$ cat src/hdl/vm_cfg.svh
`ifndef VM_CFG_SVH
`define VM_CFG_SVH

// number of translation requesters
// the requester id is 2 bits wide, so this stays at or below 4
`define VM_NUM_RQS 3

// table memory size in 32-bit words (16 KiB)
`define VM_PT_WORDS 4096

// physical byte address falls inside the table memory
`define VM_IS_LEGAL_ADDR(addr) ((addr) < (4 * `VM_PT_WORDS))

`endif

$ cat src/hdl/vmTypes.sv
`include "vm_cfg.svh"

package vmTypes;

    // Sv32 addresses
    typedef logic [31:0] vAddr;
    typedef logic [31:0] pAddr;

    // page-table entry and its fields
    typedef logic [31:0] pte;
    typedef logic [21:0] ppn;
    typedef logic [19:0] vpn;
    typedef logic [2:0] rwxBits;

    // word index into the table memory
    typedef logic [$clog2(`VM_PT_WORDS)-1:0] ptIndex;

    // bit positions inside a pte
    localparam int PteV = 0;
    localparam int PteR = 1;
    localparam int PteW = 2;
    localparam int PteX = 3;
    localparam int PteU = 4;
    localparam int PteG = 5;
    localparam int PteA = 6;
    localparam int PteD = 7;
    localparam int PtePpnLsb = 10;

endpackage

$ cat src/hdl/walkTypes.sv
package walkTypes;

    // which requester a walk belongs to
    typedef logic [1:0] rqId;

    // walker FSM
    typedef enum logic [0:0] {
        IDLE,
        WAIT_FOR_LOAD
    } walkState;

    // current table level, 1 is the root level
    typedef logic walkLevel;

endpackage

$ cat src/hdl/ptLoadIf.sv
interface ptLoadIf;
    import vmTypes::*;

    // walker to load port
    logic ldValid;
    pAddr ldAddr;
    logic stall;

    // load port to memory
    logic memRdEn;
    ptIndex memRdAddr;

    // memory back to walker
    logic resValid;
    pte resData;

    modport walker (output ldValid, output ldAddr, input stall, input resValid, input resData);

    modport port (input ldValid, input ldAddr, output stall, output memRdEn, output memRdAddr);

    modport mem (input memRdEn, input memRdAddr, output resValid, output resData);

endinterface

$ cat src/hdl/pageWalker.sv
`include "vm_cfg.svh"

module pageWalker (
    input logic clk,
    input logic rst,

    input logic rqValid [`VM_NUM_RQS-1:0],
    input vmTypes::vAddr rqAddr [`VM_NUM_RQS-1:0],
    input vmTypes::ppn rqRootPpn [`VM_NUM_RQS-1:0],

    output logic resValid,
    output logic resBusy,
    output walkTypes::rqId resRqId,
    output vmTypes::vpn resVpn,
    output vmTypes::ppn resPpn,
    output vmTypes::rwxBits resRwx,
    output logic resPageFault,
    output logic resSuperPage,
    output logic resGlobal,
    output logic resUser,

    ptLoadIf.walker ld
);
    import vmTypes::*;
    import walkTypes::*;

    walkState state;
    walkLevel level;
    vAddr walkVAddr;

    logic pickAny;
    rqId pickId;

    pte entry;
    pAddr nextAddr;
    logic isPointer;
    logic fault;
    logic superPage;
    rwxBits rwx;

    // lowest index wins
    always_comb begin
        pickAny = 1'b0;
        pickId = '0;
        for (int i = `VM_NUM_RQS - 1; i >= 0; i--) begin
            if (rqValid[i]) begin
                pickAny = 1'b1;
                pickId = rqId'(i);
            end
        end
    end

    assign entry = ld.resData;

    // V set with RWX clear points to the next level
    assign isPointer = entry[PteV] && (entry[PteX:PteR] == 3'b000) && (entry[31:30] == 2'b00);
    assign nextAddr = {entry[29:10], walkVAddr[21:12], 2'b00};
    assign superPage = (level == 1'b1);

    always_comb begin
        fault = 1'b0;
        if (!entry[PteV] || !entry[PteA]) begin
            fault = 1'b1;
        end
        // a superpage must be aligned to 4 MiB
        if (superPage && (entry[19:PtePpnLsb] != '0)) begin
            fault = 1'b1;
        end
        case (entry[PteX:PteR])
            3'b000, 3'b010, 3'b110: fault = 1'b1;
            default: ;
        endcase
        // write only once the page is dirty
        rwx = fault ? '0 : {entry[PteR], entry[PteW] && entry[PteD], entry[PteX]};
    end

    always_ff @(posedge clk) begin
        resValid <= 1'b0;
        if (rst) begin
            state <= IDLE;
            resBusy <= 1'b0;
            ld.ldValid <= 1'b0;
        end else begin
            case (state)
                IDLE: begin
                    // the finished requester still shows rqValid during its result cycle
                    if (pickAny && !resValid) begin
                        state <= WAIT_FOR_LOAD;
                        level <= 1'b1;
                        walkVAddr <= rqAddr[pickId];
                        resRqId <= pickId;
                        resBusy <= 1'b1;
                        ld.ldValid <= 1'b1;
                        ld.ldAddr <= {rqRootPpn[pickId][19:0], rqAddr[pickId][31:22], 2'b00};
                    end
                end

                WAIT_FOR_LOAD: begin
                    if (ld.ldValid) begin
                        // load port took it
                        if (!ld.stall) begin
                            ld.ldValid <= 1'b0;
                        end
                    end else if (ld.resValid) begin
                        if (isPointer && level && `VM_IS_LEGAL_ADDR(nextAddr)) begin
                            level <= 1'b0;
                            ld.ldValid <= 1'b1;
                            ld.ldAddr <= nextAddr;
                        end else begin
                            state <= IDLE;
                            resBusy <= 1'b0;
                            resValid <= 1'b1;
                            resVpn <= walkVAddr[31:12];
                            resPpn <= entry[31:PtePpnLsb];
                            resRwx <= rwx;
                            resPageFault <= fault;
                            resSuperPage <= superPage;
                            resGlobal <= !fault && entry[PteG];
                            resUser <= !fault && entry[PteU];
                        end
                    end
                end

                default: state <= IDLE;
            endcase
        end
    end

endmodule

$ cat src/flat_wrapper.sv
// flat-port wrapper written by rule: the top's interface ports become plain ports
module pageWalker_flat import vmTypes::*; import walkTypes::*;
  (clk, rst, rqValid, rqAddr, rqRootPpn, resValid, resBusy, resRqId, resVpn, resPpn, resRwx, resPageFault, resSuperPage, resGlobal, resUser, ld_ldValid, ld_ldAddr, ld_stall, ld_resValid, ld_resData);
  ptLoadIf ld_i ();
  input logic clk;
  input logic rst;
  input logic rqValid[`VM_NUM_RQS-1:0];
  input vmTypes::vAddr rqAddr[`VM_NUM_RQS-1:0];
  input vmTypes::ppn rqRootPpn[`VM_NUM_RQS-1:0];
  output logic resValid;
  output logic resBusy;
  output walkTypes::rqId resRqId;
  output vmTypes::vpn resVpn;
  output vmTypes::ppn resPpn;
  output vmTypes::rwxBits resRwx;
  output logic resPageFault;
  output logic resSuperPage;
  output logic resGlobal;
  output logic resUser;
  output wire logic [$bits(ld_i.ldValid)-1:0] ld_ldValid;
  output wire logic [$bits(ld_i.ldAddr)-1:0] ld_ldAddr;
  input wire logic [$bits(ld_i.stall)-1:0] ld_stall;
  input wire logic [$bits(ld_i.resValid)-1:0] ld_resValid;
  input wire logic [$bits(ld_i.resData)-1:0] ld_resData;
  assign ld_ldValid = ld_i.ldValid;
  assign ld_ldAddr = ld_i.ldAddr;
  assign ld_i.stall = ld_stall;
  assign ld_i.resValid = ld_resValid;
  assign ld_i.resData = ld_resData;
  pageWalker u_core (.clk(clk), .rst(rst), .rqValid(rqValid), .rqAddr(rqAddr), .rqRootPpn(rqRootPpn), .resValid(resValid), .resBusy(resBusy), .resRqId(resRqId), .resVpn(resVpn), .resPpn(resPpn), .resRwx(resRwx), .resPageFault(resPageFault), .resSuperPage(resSuperPage), .resGlobal(resGlobal), .resUser(resUser), .ld(ld_i));
endmodule
$ cat config.mk
export PLATFORM = sky130hd
export DESIGN_NAME = pageWalker_flat
export DESIGN_NICKNAME = d
export VERILOG_FILES = /design/src/hdl/vmTypes.sv /design/src/hdl/walkTypes.sv /design/src/hdl/ptLoadIf.sv /design/src/hdl/pageWalker.sv /design/src/flat_wrapper.sv
export VERILOG_INCLUDE_DIRS = /design/src /design/src/hdl
export SDC_FILE = /design/constraint.sdc
export NUM_CORES = 1
export LEC_CHECK = 0
export BUFFER_PORTS_ARGS = -buffer_cell sky130_fd_sc_hd__buf_2
export CORE_MARGIN = 4
export CORE_UTILIZATION = 43
export CTS_CLUSTER_SIZE = 12
export DETAILED_ROUTE_END_ITERATION = 16
export HOLD_SLACK_MARGIN = 0.15
export PLACE_DENSITY = 0.8
export SYNTH_ARGS = -nofsm -noshare
export SYNTH_HDL_FRONTEND = slang
export SYNTH_SLANG_ARGS = --single-unit
$ cat constraint.sdc
create_clock -name clk -period 4.2 [get_ports clk]
set_input_delay 0.42 -clock clk [delete_from_list [all_inputs] [get_ports clk]]
set_output_delay 0.42 -clock clk [all_outputs]
set_load 0.01 [all_outputs]
==> flow_summary.json, run 1 <==
{
  "synth_top_cell_area_share_pct": 65.7,
  "layout_setup_ws_ps": 1650,
  "ys_types": 30,
  "power.leakage_nw": 2.67,
  "topRoutingLayerUsed": "met4",
  "wl_met1_um": 4790,
  "postCtsHoldBufs": 0,
  "status": "completed",
  "clock_skew_ps": 9.42,
  "multi_input_area_um2": 1420,
  "die_h_um": 112,
  "antenna_found_initial": 0,
  "clock_latency_ps": 370,
  "fp.dieW_um": 112,
  "cts-buffers-inserted": 9,
  "avgRoutedWirePerCell_um": 17.6,
  "slew_violations": 0,
  "drtIter0Drc": 175,
  "crit_type": "flop to flop",
  "period_share_pct": 60.6,
  "grt_pass1_wl_um": 19200,
  "mappedNetlistArea_um2": 4660,
  "seqCellArea_um2": 3140,
  "synth.top_cells.by_count": "edfxtp_1 (102), nand2_1 (45), o21ai_0 (31)",
  "hold_class": "input pin to flop",
  "fin_nets": 779,
  "root_buffer": "clkbuf_8",
  "yosysSeqAreaShare_pct": 67.4,
  "n_fill_cell": 853,
  "vias": 3594,
  "cts_tree": "done",
  "finish.utilization_pct": 59.2,
  "hold_violations": 0,
  "design_area_um2": 6190,
  "syn_to_final_growth_pct": 32.9,
  "diodes": 0,
  "cts.sinks": 106,
  "maxCapViolCount": 0,
  "core_area_um2": 10500,
  "place_hpwl_um": 9530,
  "fmax_ghz": 0.393,
  "cts_buffer_depth": 2,
  "gp_congestion": 0.873,
  "route.met2.wl_um": 6520,
  "yosysTopAreaCell": "edfxtp_1",
  "initial_utilization_pct": 44.6,
  "netlist_top_cells_area": "edfxtp_1 (66%), mux2i_1 (6.4%), mux2_2 (4.8%)",
  "path_clk_slew_ps": 100,
  "arrival_ps": 2530,
  "ys_ff_latch": 106,
  "worst-slew-pin-transition_ps": 1180,
  "synth-edff-count": 102,
  "vias_per_cell": 5.00,
  "overflow": 0,
  "post_cts_resized": 0,
  "rsz0062_at_grt": "false",
  "p_per_area_nw_per_um2": 358,
  "ant_nets": 0,
  "first_pass_iters": 4,
  "layout-drive-gt1-share_pct": 49.7,
  "io_buffers": 240,
  "finalSetupTns_ps": 0,
  "syn_inst": 342,
  "syn_area_per_cell_um2": 13.6,
  "yosysMostFrequentCell": "edfxtp_1",
  "cts_setup_buffers": 0,
  "slew_headroom_pct": 21.0,
  "yosys_warnings": 0,
  "grt_pass1_vias": 3620,
  "die_area_um2": 12600,
  "htreeDepth": 3,
  "ir_drop_mv": 0.172,
  "synthArstFlopShare_pct": 0,
  "critical_path_required_ps": 4180,
  "placed_area_um2": 5980,
  "setup_viol": 0,
  "route.detailed.drc": 0,
  "io_pins": 287,
  "critPathLaunchType": "flop",
  "crit_fanout": 31,
  "placementRows": 37,
  "wl_um": 12600,
  "end_kind": "flop",
  "grt_start_max_net_pins": 63,
  "grtUsageTotal_pct": 19.6,
  "final.min_clock_period_ps": 2550,
  "synthFlopType": "edfxtp_1",
  "wl_met3_um": 1050,
  "place_ws_ps": 1370
}
## per-layer routing
layer / track usage, % / vias to the layer above
met1: 22.6 / 1641
met2: 35.5 / 190
met5: 0 / -
met4: 7.21 / 0
met3: 4.31 / 21
li1: - / 1742
## registers in the layout (all words and copies together) (netlist names)
name,cells
u_core.ld.ldAddr,30
u_core.resPpn,22
u_core.resVpn,20
u_core.walkVAddr,20
u_core.resRwx,3
u_core.resRqId,2
u_core.ld.ldValid,1
u_core.level,1
u_core.resBusy,1
u_core.resGlobal,1
u_core.resPageFault,1
u_core.resSuperPage,1
u_core.resUser,1
u_core.resValid,1
u_core.state,1
## worst max-delay path, cell delays in order, from the launching register on
cell and delay [ps]:
edfxtp_1 380, nor4b_1 300, nand2_1 130, or3_1 440, a21oi_4 920
## final timing paths
check             slack [ps]              endpoint                  from  cells after the start
hold / removal           250     u_core.resPpn[21]        ld_resData[31]                      1
setup reg to reg        1650  u_core.ld.ldAddr[29]          u_core.level                      4
setup / recovery        1650  u_core.ld.ldAddr[29]          u_core.level                      4
hold reg to reg          430     u_core.resVpn[12]  u_core.walkVAddr[24]                      0
## stage by stage
stage	cells	hold slack (ps)	power, mW
2_1_floorplan	343	400	1.44
3_3_place_gp	703	402	1.58
5_1_grt	719	224	2.32
4_1_cts	719	222	2.24
3_5_place_dp	703	405	1.60
6_report	719	246	2.22
## where the power goes
part	switching, mW	total [mW]	internal [mW]
clock	0.366	0.651	0.286
sequential	0.0159	1.25	1.24
combinational	0.178	0.317	0.139
## layout by cell type (no fill, tap or decap), types with 3 or more instances in the layout
cell type  instances
buf_2            240
edfxtp_1         102
nand2_1           44
o21ai_0           31
mux2i_1           30
nor2_1            25
mux2_2            20
nor2b_1           11
a211oi_1          10
o31ai_1           10
clkbuf_8           9
buf_4              5
nor3_1             4
inv_1              3
and3_1             3
clkinv_4           3
dfxtp_1            3
## kinds of logic (layout without fill, tap and decap cells)
logic type      count (synthesis)  in the layout  synth area share, %
flops                         106            106                 67.4
mux                            50             50                 11.3
compound gates                 57             57                 7.35
buf+inv                        24            264                 2.93
simple gates                  104            104                 10.9
other cells                     1              2               0.0804
## area by class of cell
| cell class | instances | area share (%) |
|---|---|---|
| tap | 136 | 2.75 |
| timing repair buffer | 245 | 20.0 |
| sequential | 106 | 50.8 |
| clock buffer | 9 | 2.00 |
| multi-input combinational | 213 | 22.9 |
| clock inverter | 7 | 1.43 |
| inverter | 3 | 0.182 |
No activity file was read; power rests on OpenSTA's default activity.
==> inputs of run 2 (changes only) <==
ABC_AREA = 1   (was unset)
CORE_UTILIZATION = 39   (was 43)
PLACE_DENSITY = 0.76   (was 0.8)
clock period = 2.3 ns   (was 4.2 ns; I/O delays follow)
==> run 2 against run 1 <==
Effect of this change:
- combinational power grew 110%
- highest routed layer unchanged
- largest cell class unchanged
- total power grew 99%
- sequential share of layout area shrank 3.4 points
- global-route usage grew 0.67 points
- critical path type unchanged
==> flow_summary.json, run 2 <==
{
  "overflow": 0,
  "cpMostUsedCell": "nand2_1",
  "largest_reg_flops": 30,
  "yosysMostFrequentCell": "nand2_1",
  "yosysSeqAreaShare_pct": 66.3,
  "wl_um": 14900,
  "power_mw": 4.41,
  "min-delay-start": "ld_resData[4]",
  "hold_violations": 0,
  "grt_pass1_vias": 4429,
  "crit_fanout": 18,
  "crit_type": "flop to flop",
  "final.min_clock_period_ps": 2000,
  "synth_top_cell_area_share_pct": 64.7,
  "yosys.area_share.adder_pct": 0,
  "dp_cells": 838,
  "drtIter0Drc": 236,
  "core_area_um2": 11700,
  "final_common_cell": "buf_2",
  "diodes": 0,
  "vias": 4410,
  "layout-drive-gt1-share_pct": 39.5,
  "placed_area_um2": 6130,
  "cpPeakStageDelay_ps": 830,
  "clock_skew_ps": 10.2,
  "grtUsageTotal_pct": 20.2,
  "path_buf_inv": 2,
  "cts-buffers-inserted": 9,
  "rr_startpoint": "u_core.state",
  "finish.utilization_pct": 56.9,
  "n_fill_cell": 986,
  "place_hpwl_um": 11100,
  "syn_to_final_growth_pct": 40.0,
  "antenna_found_initial": 0,
  "synth.top_cells.by_count": "nand2_1 (157), edfxtp_1 (102), nor2_1 (65)",
  "first_pass_iters": 5,
  "io_buffers": 240,
  "worst-slew-pin-transition_ps": 1030,
  "yosysTopAreaCell": "edfxtp_1",
  "r2r_cells": 6,
  "layout_common_cells": "buf_2 (240), nand2_1 (157), edfxtp_1 (102)",
  "synthArstFlopShare_pct": 0,
  "cts_buffer_depth": 2,
  "mappedNetlistArea_um2": 4740,
  "placementRows": 39,
  "grt_pass1_wl_um": 22400,
  "stdcell_count": 877,
  "synth_compound_area_share_pct": 9.40,
  "fp.dieW_um": 118,
  "netlist_top_cells_area": "edfxtp_1 (65%), nand2_1 (12%), nor2_1 (5.2%)",
  "fin_nets": 930,
  "ys_types": 25,
  "hold_class": "input pin to flop",
  "slew_violations": 0,
  "r2r_end": "u_core.resUser",
  "ant_nets": 0,
  "whs_endpoint": "u_core.resUser",
  "synthFlopType": "edfxtp_1",
  "gp_congestion": 0.824,
  "vias_per_cell": 5.03,
  "path_clk_slew_ps": 70,
  "path_cells": "clkinv_1 -> nor2_1 -> nand2_1 -> inv_1 -> nand2_1 -> nor2_2",
  "syn_inst": 462,
  "die_area_um2": 14000,
  "setup_viol": 0,
  "largest_registers": "u_core.ld.ldAddr: 30 flops, u_core.resPpn: 22 flops",
  "rsz0062_at_grt": "false",
  "cts.sinks": 106,
  "ir_drop_mv": 0.297,
  "maxCapViolCount": 0,
  "end_kind": "flop",
  "worst_path_max_delay_cell": "nor2_2",
  "critPathTopFamily": "simple AND/OR/NAND/NOR gates",
  "yosys_warnings": 0,
  "slew_headroom_pct": 31.4,
  "avgRoutedWirePerCell_um": 17.0,
  "fmax_ghz": 0.500,
  "ys_ff_latch": 106,
  "status": "completed",
  "worstSetupStartpoint": "u_core.state",
  "critical_path_required_ps": 2260,
  "route.detailed.drc": 0,
  "htreeDepth": 3,
  "p_per_area_nw_per_um2": 664,
  "synth_top_family_by_area": "simple AND/OR/NAND/NOR gates",
  "initial_utilization_pct": 40.6,
  "clock_latency_ps": 340,
  "cts_tree": "done",
  "critPathLaunchType": "flop",
  "grt_start_max_net_pins": 46,
  "holdPathStages": 3,
  "synth-edff-count": 102,
  "synth_xor_xnor_area_share_pct": 0,
  "synth-simple-area-share_pct": 19.1,
  "synthMuxAreaShare_pct": 0,
  "design_area_um2": 6630,
  "arrival_ps": 1960,
  "die_h_um": 118,
  "power.leakage_nw": 3.05,
  "syn_area_per_cell_um2": 10.3,
  "root_buffer": "clkbuf_16",
  "period_share_pct": 86.9,
  "top_register": "u_core.ld.ldAddr",
  "io_pins": 287,
  "rrSetupSlack_ps": 300
}
run 2: cell types whose count changed after synthesis, moves of 9 or more:
cell / delta
nand2_1: +112
inv_1: +24
o22ai_1: +12
a211oi_1: -10
nor2_1: +39
a31oi_2: +10
nor2b_1: -13
o31ai_1: -10
mux2i_1: -30
a31oi_1: +9
mux2_2: -20
run 2: cell type report:
class                   count  area (um^2)  share of cell area [%]
flip-flops and latches    106         3140                    47.4
well taps                 143          179                    2.70
inverters                  29          109                    1.64
clock buffers               9          225                    3.39
clock inverters             7         52.6                   0.792
repair buffers            278         1540                    23.2
multi-input cells         305         1380                    20.9
run 2: kinds of logic after synthesis:
group	after synthesis
buf+inv	53
flops	106
other cells	1
compound gates	68
simple gates	234
run 2: through the flow:
| stage | setup TNS (ps) | hold slack [ps] | setup slack [ps] |
|---|---|---|---|
| after floorplan | 0 | 299 | 138 |
| after global placement | 0 | 401 | 42.0 |
| after detailed placement | -55.7 | 418 | -7.09 |
| after CTS | 0 | 187 | 81.4 |
| after global routing | 0 | 213 | 124 |
| final | 0 | 199 | 301 |
run 2: worst max path at each step:
stage | endpoint | cells after the start | slack (ps)
3_5_place_dp | u_core.resVpn[11] | 10 | -7
5_1_grt | u_core.resUser | 6 | 120
3_3_place_gp | u_core.resVpn[11] | 10 | 40
4_1_cts | u_core.resVpn[13] | 7 | 80
6_report | u_core.resUser | 6 | 300
2_1_floorplan | u_core.ld.ldAddr[10] | 6 | 140
run 2: worst reg2reg max path, delay by kind of cell (launching register included):
family,cells,cell delay [ps]
buffers and inverters,2,160
and+or+nand+nor,4,1100
DFF,1,350
run 2: what timing repair did:
action / CTS / global route
hold endpoints to repair: 22 / 0
hold buffers: 22 / 0
setup buffers: 0 / 0
gates resized for setup: 0 / 0
setup endpoints to repair: 0 / 14
run 2: routing by layer:
layer  wire length, um  GRT usage (%)  vias to the layer above
met4               530           9.45                        0
met1              5930           24.4                     2064
met5                 0              0                        -
li1                  -              -                     2088
met2              7440           34.9                      214
met3               985           3.96                       44
run 2: where the power goes:
group,switching (mW),internal [mW],leakage [nW]
Sequential,0.0322,2.26,0.987
Clock,0.701,0.743,0.131
Combinational,0.392,0.282,1.93
Total,1.13,3.28,3.05
