**config.mk**
```make
export PLATFORM = sky130hd
export DESIGN_NAME = ptLoadPort_flat
export DESIGN_NICKNAME = d
export VERILOG_FILES = /design/src/hdl/vmTypes.sv /design/src/hdl/ptLoadIf.sv /design/src/hdl/ptLoadPort.sv /design/src/flat_wrapper.sv
export VERILOG_INCLUDE_DIRS = /design/src /design/src/hdl
export SDC_FILE = /design/constraint.sdc
export NUM_CORES = 1
export LEC_CHECK = 0
export BUFFER_PORTS_ARGS = -buffer_cell sky130_fd_sc_hd__buf_2
export CORE_UTILIZATION = 30
export CTS_BUF_LIST = sky130_fd_sc_hd__clkbuf_16
export CTS_CLUSTER_DIAMETER = 30
export DETAILED_ROUTE_END_ITERATION = 10
export PLACE_DENSITY = 0.73
export SKIP_CTS_REPAIR_TIMING = 1
export SLEW_MARGIN = 5
export SYNTH_ARGS = -nofsm -noshare
export SYNTH_HDL_FRONTEND = slang
export SYNTH_SLANG_ARGS = --single-unit
export TNS_END_PERCENT = 20
```
**constraint.sdc**
```tcl
create_clock -name clk -period 1.7 [get_ports clk]
set_clock_uncertainty 0.1 [all_clocks]
set_input_delay 0.085 -clock clk [delete_from_list [all_inputs] [get_ports clk]]
set_output_delay 0.085 -clock clk [all_outputs]
set_load 0.02 [all_outputs]
```
**src/hdl/vm_cfg.svh**
```systemverilog
`ifndef VM_CFG_SVH
`define VM_CFG_SVH

// number of translation requesters
// the requester id is 2 bits wide, so this stays at or below 4
`define VM_NUM_RQS 3

// table memory size in 32-bit words (16 KiB)
`define VM_PT_WORDS 4096

// physical byte address falls inside the table memory
`define VM_IS_LEGAL_ADDR(addr) ((addr) < (4 * `VM_PT_WORDS))

`endif

```
**src/hdl/vmTypes.sv**
```systemverilog
`include "vm_cfg.svh"

package vmTypes;

    // Sv32 addresses
    typedef logic [31:0] vAddr;
    typedef logic [31:0] pAddr;

    // page-table entry and its fields
    typedef logic [31:0] pte;
    typedef logic [21:0] ppn;
    typedef logic [19:0] vpn;
    typedef logic [2:0] rwxBits;

    // word index into the table memory
    typedef logic [$clog2(`VM_PT_WORDS)-1:0] ptIndex;

    // bit positions inside a pte
    localparam int PteV = 0;
    localparam int PteR = 1;
    localparam int PteW = 2;
    localparam int PteX = 3;
    localparam int PteU = 4;
    localparam int PteG = 5;
    localparam int PteA = 6;
    localparam int PteD = 7;
    localparam int PtePpnLsb = 10;

endpackage

```
**src/hdl/ptLoadIf.sv**
```systemverilog
interface ptLoadIf;
    import vmTypes::*;

    // walker to load port
    logic ldValid;
    pAddr ldAddr;
    logic stall;

    // load port to memory
    logic memRdEn;
    ptIndex memRdAddr;

    // memory back to walker
    logic resValid;
    pte resData;

    modport walker (output ldValid, output ldAddr, input stall, input resValid, input resData);

    modport port (input ldValid, input ldAddr, output stall, output memRdEn, output memRdAddr);

    modport mem (input memRdEn, input memRdAddr, output resValid, output resData);

endinterface

```
**src/hdl/ptLoadPort.sv**
```systemverilog
module ptLoadPort (
    input logic clk,
    input logic rst,
    input logic memBusy,
    ptLoadIf.port ld
);
    import vmTypes::*;

    logic full;
    pAddr heldAddr;
    logic take;
    logic issue;

    // hold the walker off only while the entry cannot drain
    assign ld.stall = full && memBusy;
    assign take = ld.ldValid && !ld.stall;
    assign issue = full && !memBusy;

    assign ld.memRdEn = issue;
    // byte address to word index
    assign ld.memRdAddr = ptIndex'(heldAddr >> 2);

    always_ff @(posedge clk) begin
        if (rst) begin
            full <= 1'b0;
        end else if (take) begin
            full <= 1'b1;
        end else if (issue) begin
            full <= 1'b0;
        end
    end

    always_ff @(posedge clk) begin
        if (take) begin
            heldAddr <= ld.ldAddr;
        end
    end

endmodule

```
**src/flat_wrapper.sv**
```systemverilog
// flat-port wrapper written by rule: the top's interface ports become plain ports
module ptLoadPort_flat import vmTypes::*;
  (clk, rst, memBusy, ld_ldValid, ld_ldAddr, ld_stall, ld_memRdEn, ld_memRdAddr);
  ptLoadIf ld_i ();
  input logic clk;
  input logic rst;
  input logic memBusy;
  input wire logic [$bits(ld_i.ldValid)-1:0] ld_ldValid;
  input wire logic [$bits(ld_i.ldAddr)-1:0] ld_ldAddr;
  output wire logic [$bits(ld_i.stall)-1:0] ld_stall;
  output wire logic [$bits(ld_i.memRdEn)-1:0] ld_memRdEn;
  output wire logic [$bits(ld_i.memRdAddr)-1:0] ld_memRdAddr;
  assign ld_i.ldValid = ld_ldValid;
  assign ld_i.ldAddr = ld_ldAddr;
  assign ld_stall = ld_i.stall;
  assign ld_memRdEn = ld_i.memRdEn;
  assign ld_memRdAddr = ld_i.memRdAddr;
  ptLoadPort u_core (.clk(clk), .rst(rst), .memBusy(memBusy), .ld(ld_i));
endmodule
```
==> results.py, run 1 <==
metrics = {
    "setup_path": {
        "cp_common_cell": "dlygate4sd3_1",
        "path_class": "in2reg",
        "ff2ff_setup_slack_ps": 430,
        "cp_slowest_stage_delay_ps": 550,
        "cp.required_ps": 1780,
        "r2r_end": "u_core.full",
        "worstSetupEndpointType": "flip-flop",
        "critPathMaxFanout": 1,
        "r2r_start": "u_core.full",
        "reg2reg_depth": 3,
        "path_cells": "dlygate4sd3_1 -> buf_2 -> nor2_1 -> dlygate4sd3_1",
        "cp_data_arrival_time_ps": 1370,
        "slowest_stage": "dlygate4sd3_1",
        "startpoint_type": "input port",
    },
    "clock_network": {
        "htree_levels": 1,
        "clk_latency_ps": 240,
        "clock-sinks": 13,
        "root_buffer": "clkbuf_16",
        "clk_pin_slew_ps": 40,
        "tritoncts": "done",
        "cts_buffer_depth": 2,
        "cts_made_buffers": 3,
    },
    "synthesis": {
        "ys_warn_count": 0,
        "synth_top_cell_by_area": "edfxtp_1",
        "synth_top_area_share_pct": 86.7,
        "synth_cell_types": 7,
        "ys_ff_latch": 13,
        "yosys-top-cells-area": "edfxtp_1, dfxtp_1, and2_4",
        "syn_area_um2": 415,
        "postSynthAreaPerCell_um2": 23.1,
        "syn_nets": 54,
        "ys_seq_area_share_pct": 91.6,
        "synth_cells": 18,
    },
    "floorplanning": {
        "rows": 13,
        "io_pins": 50,
        "die_w_um": 39.2,
        "die_h_um": 39.2,
        "die-area_um2": 1540,
        "core_region_area_um2": 1300,
        "start_util_pct": 31.9,
    },
    "pwr": {
        "cellPowerDensity_nw_per_um2": 1120,
        "p_leak_nw": 0.365,
        "peakVddDrop_mv": 0.677,
    },
    "place": {
        "gp_congestion": 0.528,
        "dp.cells": 63,
        "portBuffers": 29,
        "hpwl_um": 524,
    },
    "global_route": {
        "overflow": 0,
        "antenna_found_initial": 0,
        "grt_max_degree": 13,
        "first_global_vias": 217,
        "grt_usage_pct": 10.0,
        "grt_pass1_wl_um": 938,
    },
    "detailed_routing": {
        "via_per_inst": 4.02,
        "drt_first_pass_iters": 2,
        "ant_nets": 0,
        "vias": 326,
        "wl_per_cell_um": 11.2,
        "drt_iter0_markers": 2,
        "wirelength_um": 906,
        "route.detailed.drc": 0,
    },
    "final_layout": {
        "fin_nets": 103,
        "syn_to_final_growth_pct": 94.0,
        "final_common_cell": "buf_2",
        "final_cell_mix": "buf_2, dlygate4sd3_1, edfxtp_1, clkbuf_16",
        "drive_above_1_share_pct": 54.5,
        "fin_cells": 81,
        "diodes": 0,
        "fillers": 112,
        "utilization_pct": 61.9,
    },
    "sta": {
        "hold_violations": 0,
        "fmax_ghz": 0.775,
        "maxSlewHeadroom_pct": 89.6,
        "fin_crit_sh_pct": 75.9,
        "setup_viol": 0,
        "period_minus_slack_ps": 1290,
        "worstMarginPinSlew_ps": 156,
        "fin_tns_setup_ps": 0,
        "rsz0062_at_grt": "no",
        "slew_viol_final": 0,
    },
    "status": {
        "outcome": "completed",
    },
    "min_path": {
        "worstHoldPathCells": 3,
        "hp-start": "ld_ldValid",
        "hold_path.class": "in2reg",
        "worstHoldEndpoint": "u_core.heldAddr[3]",
    },
    "flow_run": {
        "max-cap-violations": 0,
    },
}
==> cells in the mapped netlist <==
library cell and number:
edfxtp_1 12, a21oi_1 1, dfxtp_1 1, nor2_1 1, nor2b_2 1, and2_4 1
and2b_2 1
==> power breakdown <==
part           switching (mW)  internal (mW)  leakage (nW)
combinational          0.0481         0.0514         0.198
clock                   0.118          0.309        0.0423
sequential            0.00472          0.373         0.124
==> worst max-delay path by stage <==
stage	from	endpoint	slack, ps	cells past startpoint
2_1_floorplan	u_core.full	u_core.heldAddr[10]	400	2
3_3_place_gp	u_core.full	u_core.heldAddr[4]	570	3
3_5_place_dp	u_core.full	u_core.heldAddr[4]	550	3
4_1_cts	u_core.full	u_core.heldAddr[5]	540	3
5_1_grt	rst	u_core.full	340	4
6_report	rst	u_core.full	410	4
==> final cells by class <==
| class | instances | area [um^2] | area share [%] |
|---|---|---|---|
| clock buffer | 3 | 75.1 | 9.32 |
| clock inverter | 1 | 3.75 | 0.466 |
| tap | 15 | 18.8 | 2.33 |
| timing repair buffer | 44 | 293 | 36.3 |
| multi-input combinational | 5 | 35.0 | 4.35 |
| sequential | 13 | 380 | 47.2 |
==> layer usage <==
layer | GRT usage, % | share of wire [%]
met1 | 12.3 | 36
met2 | 14.2 | 56
met3 | 1.73 | 7.6
met4 | 10.3 | 0
met5 | 0 | 0
==> kinds of logic after synthesis <==
| logic type | count (synthesis) | share of synthesized area (%) |
|---|---|---|
| flops | 13 | 91.6 |
| compound gates | 1 | 1.20 |
| simple gates | 4 | 7.23 |
==> worst max-delay path, delay by kind of cell <==
kind,cells,cell delay [ps]
buffers and inverters,3,1200
and+or+nand+nor,1,90
==> per-stage QoR <==
step	instance area [um^2]	setup WS [ps]	power, mW	hold WS, ps
after floorplan	415	403	0.419	57.4
after global placement	587	568	0.454	142
after detailed placement	587	550	0.457	143
after CTS	666	544	0.884	-105
after global routing	806	340	0.931	332
final	806	410	0.904	300
==> sequential cells by signal (all words and copies together), names as in the netlist <==
name	flops
u_core.heldAddr	12
u_core.full	1
Note: power is estimated with default switching activity, not from simulation.
==> run 2: changes to the inputs <==
Clock period 1.7 ns to 1.23 ns, I/O delays scaled along.
==> run 2 against run 1 <==
  * Utilization increased by 1.3 points
  * The run now ends with hold timing left
  * Critical path type unchanged
  * Power increased by 39%
  * Highest routed layer unchanged
  * Sequential share of layout area decreased by 1.0 points
==> results.py, run 2 (synthesis results as in run 1) <==
metrics = {
    "final_layout": {
        "reg.largest.list": "u_core.heldAddr x12, u_core.full x1",
        "final_common_cell": "buf_2",
        "drive_above_1_share_pct": 54.5,
        "final_cell_mix": "buf_2, dlygate4sd3_1, edfxtp_1, clkbuf_16",
        "syn_to_final_growth_pct": 98.2,
        "final_area_um2": 823,
        "top_register": "u_core.heldAddr",
        "diodes": 0,
        "largest_reg_flops": 12,
        "seq_area_um2": 380,
        "fillers": 102,
        "fin_nets": 103,
        "multi_input_area_um2": 40.0,
    },
    "status": {
        "outcome": "finished, violations left",
        "violations": "hold timing",
    },
    "floorplanning": {
        "start_util_pct": 31.9,
        "core_region_area_um2": 1300,
        "die_h_um": 39.2,
        "die_w_um": 39.2,
        "rows": 13,
        "io_pins": 50,
        "die-area_um2": 1540,
    },
    "pwr": {
        "clkPwrFrac_pct": 46.7,
        "peakVddDrop_mv": 0.718,
        "cellPowerDensity_nw_per_um2": 1520,
        "total_power_mw": 1.25,
        "sequentialPowerShare_pct": 41.7,
        "p_leak_nw": 0.373,
        "p_int_mw": 1.02,
        "combPwrFrac_pct": 11.7,
        "netSwitchingFraction_pct": 18.7,
        "p_sw_mw": 0.234,
    },
    "global_route": {
        "grt_max_degree": 13,
        "antenna_found_initial": 0,
        "overflow": 0,
        "first_global_vias": 239,
        "grt_usage_pct": 11.8,
        "grt_pass1_wl_um": 1070,
    },
    "place": {
        "place_area_um2": 604,
        "gp_congestion": 0.641,
        "portBuffers": 29,
    },
    "setup_path": {
        "r2r_start": "u_core.full",
        "critPathMaxFanout": 12,
        "cp_data_arrival_time_ps": 990,
        "path_class": "in2reg",
        "worstSetupEndpointType": "flip-flop",
        "r2r_end": "u_core.heldAddr[2]",
        "ff2ff_setup_slack_ps": 100,
        "cp.required_ps": 1080,
        "startpoint": "ld_ldValid",
        "startpoint_type": "input port",
        "reg2reg_depth": 3,
    },
    "detailed_routing": {
        "met3_length_um": 64,
        "wl_per_cell_um": 11.9,
        "wirelength_um": 964,
        "via_per_inst": 4.04,
        "top_layer": "met3",
        "met1_length_um": 339,
        "ant_nets": 0,
        "drt_iter0_markers": 8,
        "drt_first_pass_iters": 4,
        "vias": 327,
        "route.detailed.drc": 0,
        "wl_met2_um": 560,
    },
    "min_path": {
        "hold_path.class": "in2reg",
        "worstHoldEndpoint": "u_core.full",
        "worstHoldPathCells": 3,
        "hp-start": "memBusy",
    },
    "sta": {
        "setup_viol": 0,
        "maxSlewHeadroom_pct": 92.9,
        "fmax_ghz": 0.874,
        "fin_tns_setup_ps": 0,
        "hold_violations": 1,
        "slew_viol_final": 0,
        "holdWs_ps": -10.7,
        "worstMarginPinSlew_ps": 106,
        "period_minus_slack_ps": 1140,
        "rsz0062_at_grt": "no",
        "fin_crit_sh_pct": 93.0,
    },
    "clock_network": {
        "clock-sinks": 13,
        "clk_latency_ps": 240,
        "root_buffer": "clkbuf_16",
        "clk_pin_slew_ps": 40,
        "cts_buffer_depth": 2,
        "tritoncts": "done",
        "cts_made_buffers": 3,
        "htree_levels": 1,
    },
    "flow_run": {
        "max-cap-violations": 0,
    },
}
-- run 2: cell counts in the layout (fill, tap and decap cells not counted) --
No cell type changed its count.
-- run 2: final cells by class --
type | instances | share of cell area (%)
flip-flops and latches | 13 | 46.2
repair buffers | 44 | 37.1
clock buffers | 3 | 9.12
multi-input cells | 5 | 4.86
well taps | 15 | 2.28
clock inverters | 1 | 0.456
-- run 2: stage by stage --
| step | utilization, % | worst slack, ps | instances |
|---|---|---|---|
| after floorplan | - | 87.3 | 18 |
| after global placement | 46.4 | 138 | 63 |
| after detailed placement | 46.4 | 114 | 63 |
| final | 63.3 | 86.0 | 81 |
| after global routing | 63.3 | 48.8 | 81 |
| after CTS | 52.5 | 98.9 | 67 |
-- run 2: metal layers --
layer / track usage (%) / vias to the layer above
met4: 7.76 / 0
met3: 4.05 / 0
met2: 17.5 / 18
met1: 14.4 / 147
li1: - / 162
met5: 0 / -
-- run 2: critical path, stage by stage --
cell and delay, ps:
dlygate4sd3_1 520, buf_2 110, nor2b_4 160, buf_12 140
-- run 2: worst max path at each step --
stage                           to
6_report        u_core.heldAddr[2]
3_3_place_gp    u_core.heldAddr[7]
5_1_grt        u_core.heldAddr[13]
3_5_place_dp    u_core.heldAddr[2]
4_1_cts         u_core.heldAddr[2]
2_1_floorplan  u_core.heldAddr[10]
-- run 2: power groups by stage --
stage | combinational, mW | sequential (mW) | clock (mW)
finish | 0.147 | 0.522 | 0.585
global placement | 0.109 | 0.528 | 0
floorplan | 0.0212 | 0.560 | 0
detailed placement | 0.112 | 0.529 | 0
CTS | 0.113 | 0.523 | 0.594
global route | 0.157 | 0.525 | 0.616
==> run 3: changes to the inputs <==
Settings changed: ABC_CLOCK_PERIOD_IN_PS from default to 1300.
Clock period 1.23 ns to 1.3 ns, I/O delays scaled along.
==> run 3 against run 2 <==
  * The flow now finishes without violations
  * Utilization decreased by 0.38 points
  * Non-clock buffer count is the same
  * First-iteration DRC count shrank 100%
  * Hold slack improved by 270 ps
  * Clock power fell by 5.1%
  * Critical endpoint is now u_core.full
  * Largest cell class unchanged
  * Highest routed layer unchanged
==> results.py, run 3 (synthesis results as in run 1) <==
metrics = {
    "floorplanning": {
        "die-area_um2": 1540,
        "rows": 13,
        "die_h_um": 39.2,
        "io_pins": 50,
        "die_w_um": 39.2,
        "start_util_pct": 31.9,
        "core_region_area_um2": 1300,
    },
    "status": {
        "outcome": "completed",
    },
    "global_route": {
        "grtUsageMet1_pct": 11.4,
        "overflow": 0,
        "grt_max_degree": 13,
        "grt_usage_pct": 9.27,
        "grt_util_met2_pct": 11.7,
        "first_global_vias": 195,
        "grt.busiest_layer": "met2",
        "grt_pass1_wl_um": 855,
        "antenna_found_initial": 0,
        "grt_use_met3_pct": 2.89,
    },
    "final_layout": {
        "top_register": "u_core.heldAddr",
        "syn_to_final_growth_pct": 97.0,
        "reg.largest.list": "u_core.heldAddr x12, u_core.full x1",
        "drive_above_1_share_pct": 54.5,
        "multi_input_area_um2": 35.0,
        "largest_reg_flops": 12,
        "final_common_cell": "buf_2",
        "seq_area_um2": 380,
        "diodes": 0,
        "final_area_um2": 818,
        "fin_nets": 103,
        "final_cell_mix": "buf_2, dlygate4sd3_1, edfxtp_1, clkbuf_16",
        "fillers": 106,
    },
    "pwr": {
        "p_leak_nw": 0.369,
        "p_int_mw": 0.964,
        "cellPowerDensity_nw_per_um2": 1450,
        "p_sw_mw": 0.219,
        "combPwrFrac_pct": 11.3,
        "netSwitchingFraction_pct": 18.6,
        "sequentialPowerShare_pct": 41.7,
        "peakVddDrop_mv": 0.917,
        "clkPwrFrac_pct": 46.9,
    },
    "sta": {
        "setup_viol": 0,
        "slew_viol_final": 0,
        "hold_violations": 0,
        "period_minus_slack_ps": 1250,
        "fin_crit_sh_pct": 96.2,
        "rsz0062_at_grt": "no",
        "fmax_ghz": 0.800,
        "worstMarginPinSlew_ps": 131,
        "fin_tns_setup_ps": 0,
        "maxSlewHeadroom_pct": 91.2,
    },
    "detailed_routing": {
        "vias": 314,
        "route.detailed.drc": 0,
        "drt_iter0_markers": 0,
        "wl_per_cell_um": 9.51,
        "drt_first_pass_iters": 1,
        "wirelength_um": 770,
        "ant_nets": 0,
        "via_per_inst": 3.88,
    },
    "min_path": {
        "hold_path.class": "in2reg",
    },
    "setup_path": {
        "critPathMaxFanout": 3,
        "path_cells": "a21oi_1 -> nor2_1 -> dlygate4sd3_1",
        "cp_slowest_stage_delay_ps": 540,
        "worstSetupEndpointType": "flip-flop",
        "path_class": "reg2reg",
        "slowest_stage": "dlygate4sd3_1",
        "startpoint_type": "flip-flop",
        "cp.required_ps": 1320,
        "cp_data_arrival_time_ps": 1270,
    },
    "clock_network": {
        "root_buffer": "clkbuf_16",
        "htree_levels": 1,
        "cts_buffer_depth": 2,
        "clk_pin_slew_ps": 40,
        "clk_latency_ps": 230,
        "tritoncts": "done",
        "clock-sinks": 13,
        "cts_made_buffers": 3,
    },
    "place": {
        "place_area_um2": 599,
        "portBuffers": 29,
        "hpwl_um": 492,
        "gp_congestion": 0.538,
    },
    "flow_run": {
        "max-cap-violations": 0,
    },
}
[run 3: cell counts in the layout (fill, tap and decap cells not counted)]
Identical to the previous run, type by type.
[run 3: worst paths after layout]
| check | startpoint | end | slack (ps) | cells after the start |
|---|---|---|---|---|
| setup reg to reg | u_core.full | u_core.full | 50 | 3 |
| hold reg to reg | u_core.full | u_core.heldAddr[11] | 740 | 3 |
| hold / removal | ld_ldValid | u_core.heldAddr[11] | 260 | 3 |
| setup / recovery | u_core.full | u_core.full | 50 | 3 |
[run 3: per-layer routing]
metal | routed length, um | vias up | part of all wire [%]
met2 | 373 | 18 | 48
met4 | 0 | 0 | 0
met5 | 0 | - | 0
li1 | - | 164 | -
met3 | 56 | 0 | 7.3
met1 | 340 | 132 | 44
[run 3: final cells by class]
cell class,count,share of cell area [%]
well taps,15,2.29
repair buffers,44,37.3
multi-input cells,5,4.28
clock inverters,1,0.459
clock buffers,3,9.17
flip-flops and latches,13,46.5
[run 3: power by group through the flow]
| stage | Sequential, mW | Combinational [mW] | Clock (mW) |
|---|---|---|---|
| finish | 0.494 | 0.134 | 0.555 |
| global route | 0.495 | 0.146 | 0.580 |
| CTS | 0.494 | 0.103 | 0.565 |
| detailed placement | 0.500 | 0.103 | 0 |
| global placement | 0.499 | 0.101 | 0 |
| floorplan | 0.530 | 0.0181 | 0 |
[run 3: worst max-delay path, delay by kind of cell (launching register included)]
family / cells / cell delay (ps)
buffers and inverters: 1 / 540
AOI/OAI and AO/OA: 1 / 140
DFF: 1 / 320
and+or+nand+nor: 1 / 50
[run 3: per-stage QoR]
step / worst slack, ps / utilization (%) / hold WS (ps) / instances / power (mW)
2_1_floorplan: 3.18 / - / 37.4 / 18 / 0.548
3_3_place_gp: 179 / 46.1 / 122 / 63 / 0.600
3_5_place_dp: 164 / 46.1 / 128 / 63 / 0.603
4_1_cts: 154 / 52.1 / -122 / 67 / 1.16
5_1_grt: 6.85 / 62.9 / 294 / 81 / 1.22
6_report: 49.9 / 62.9 / 261 / 81 / 1.18
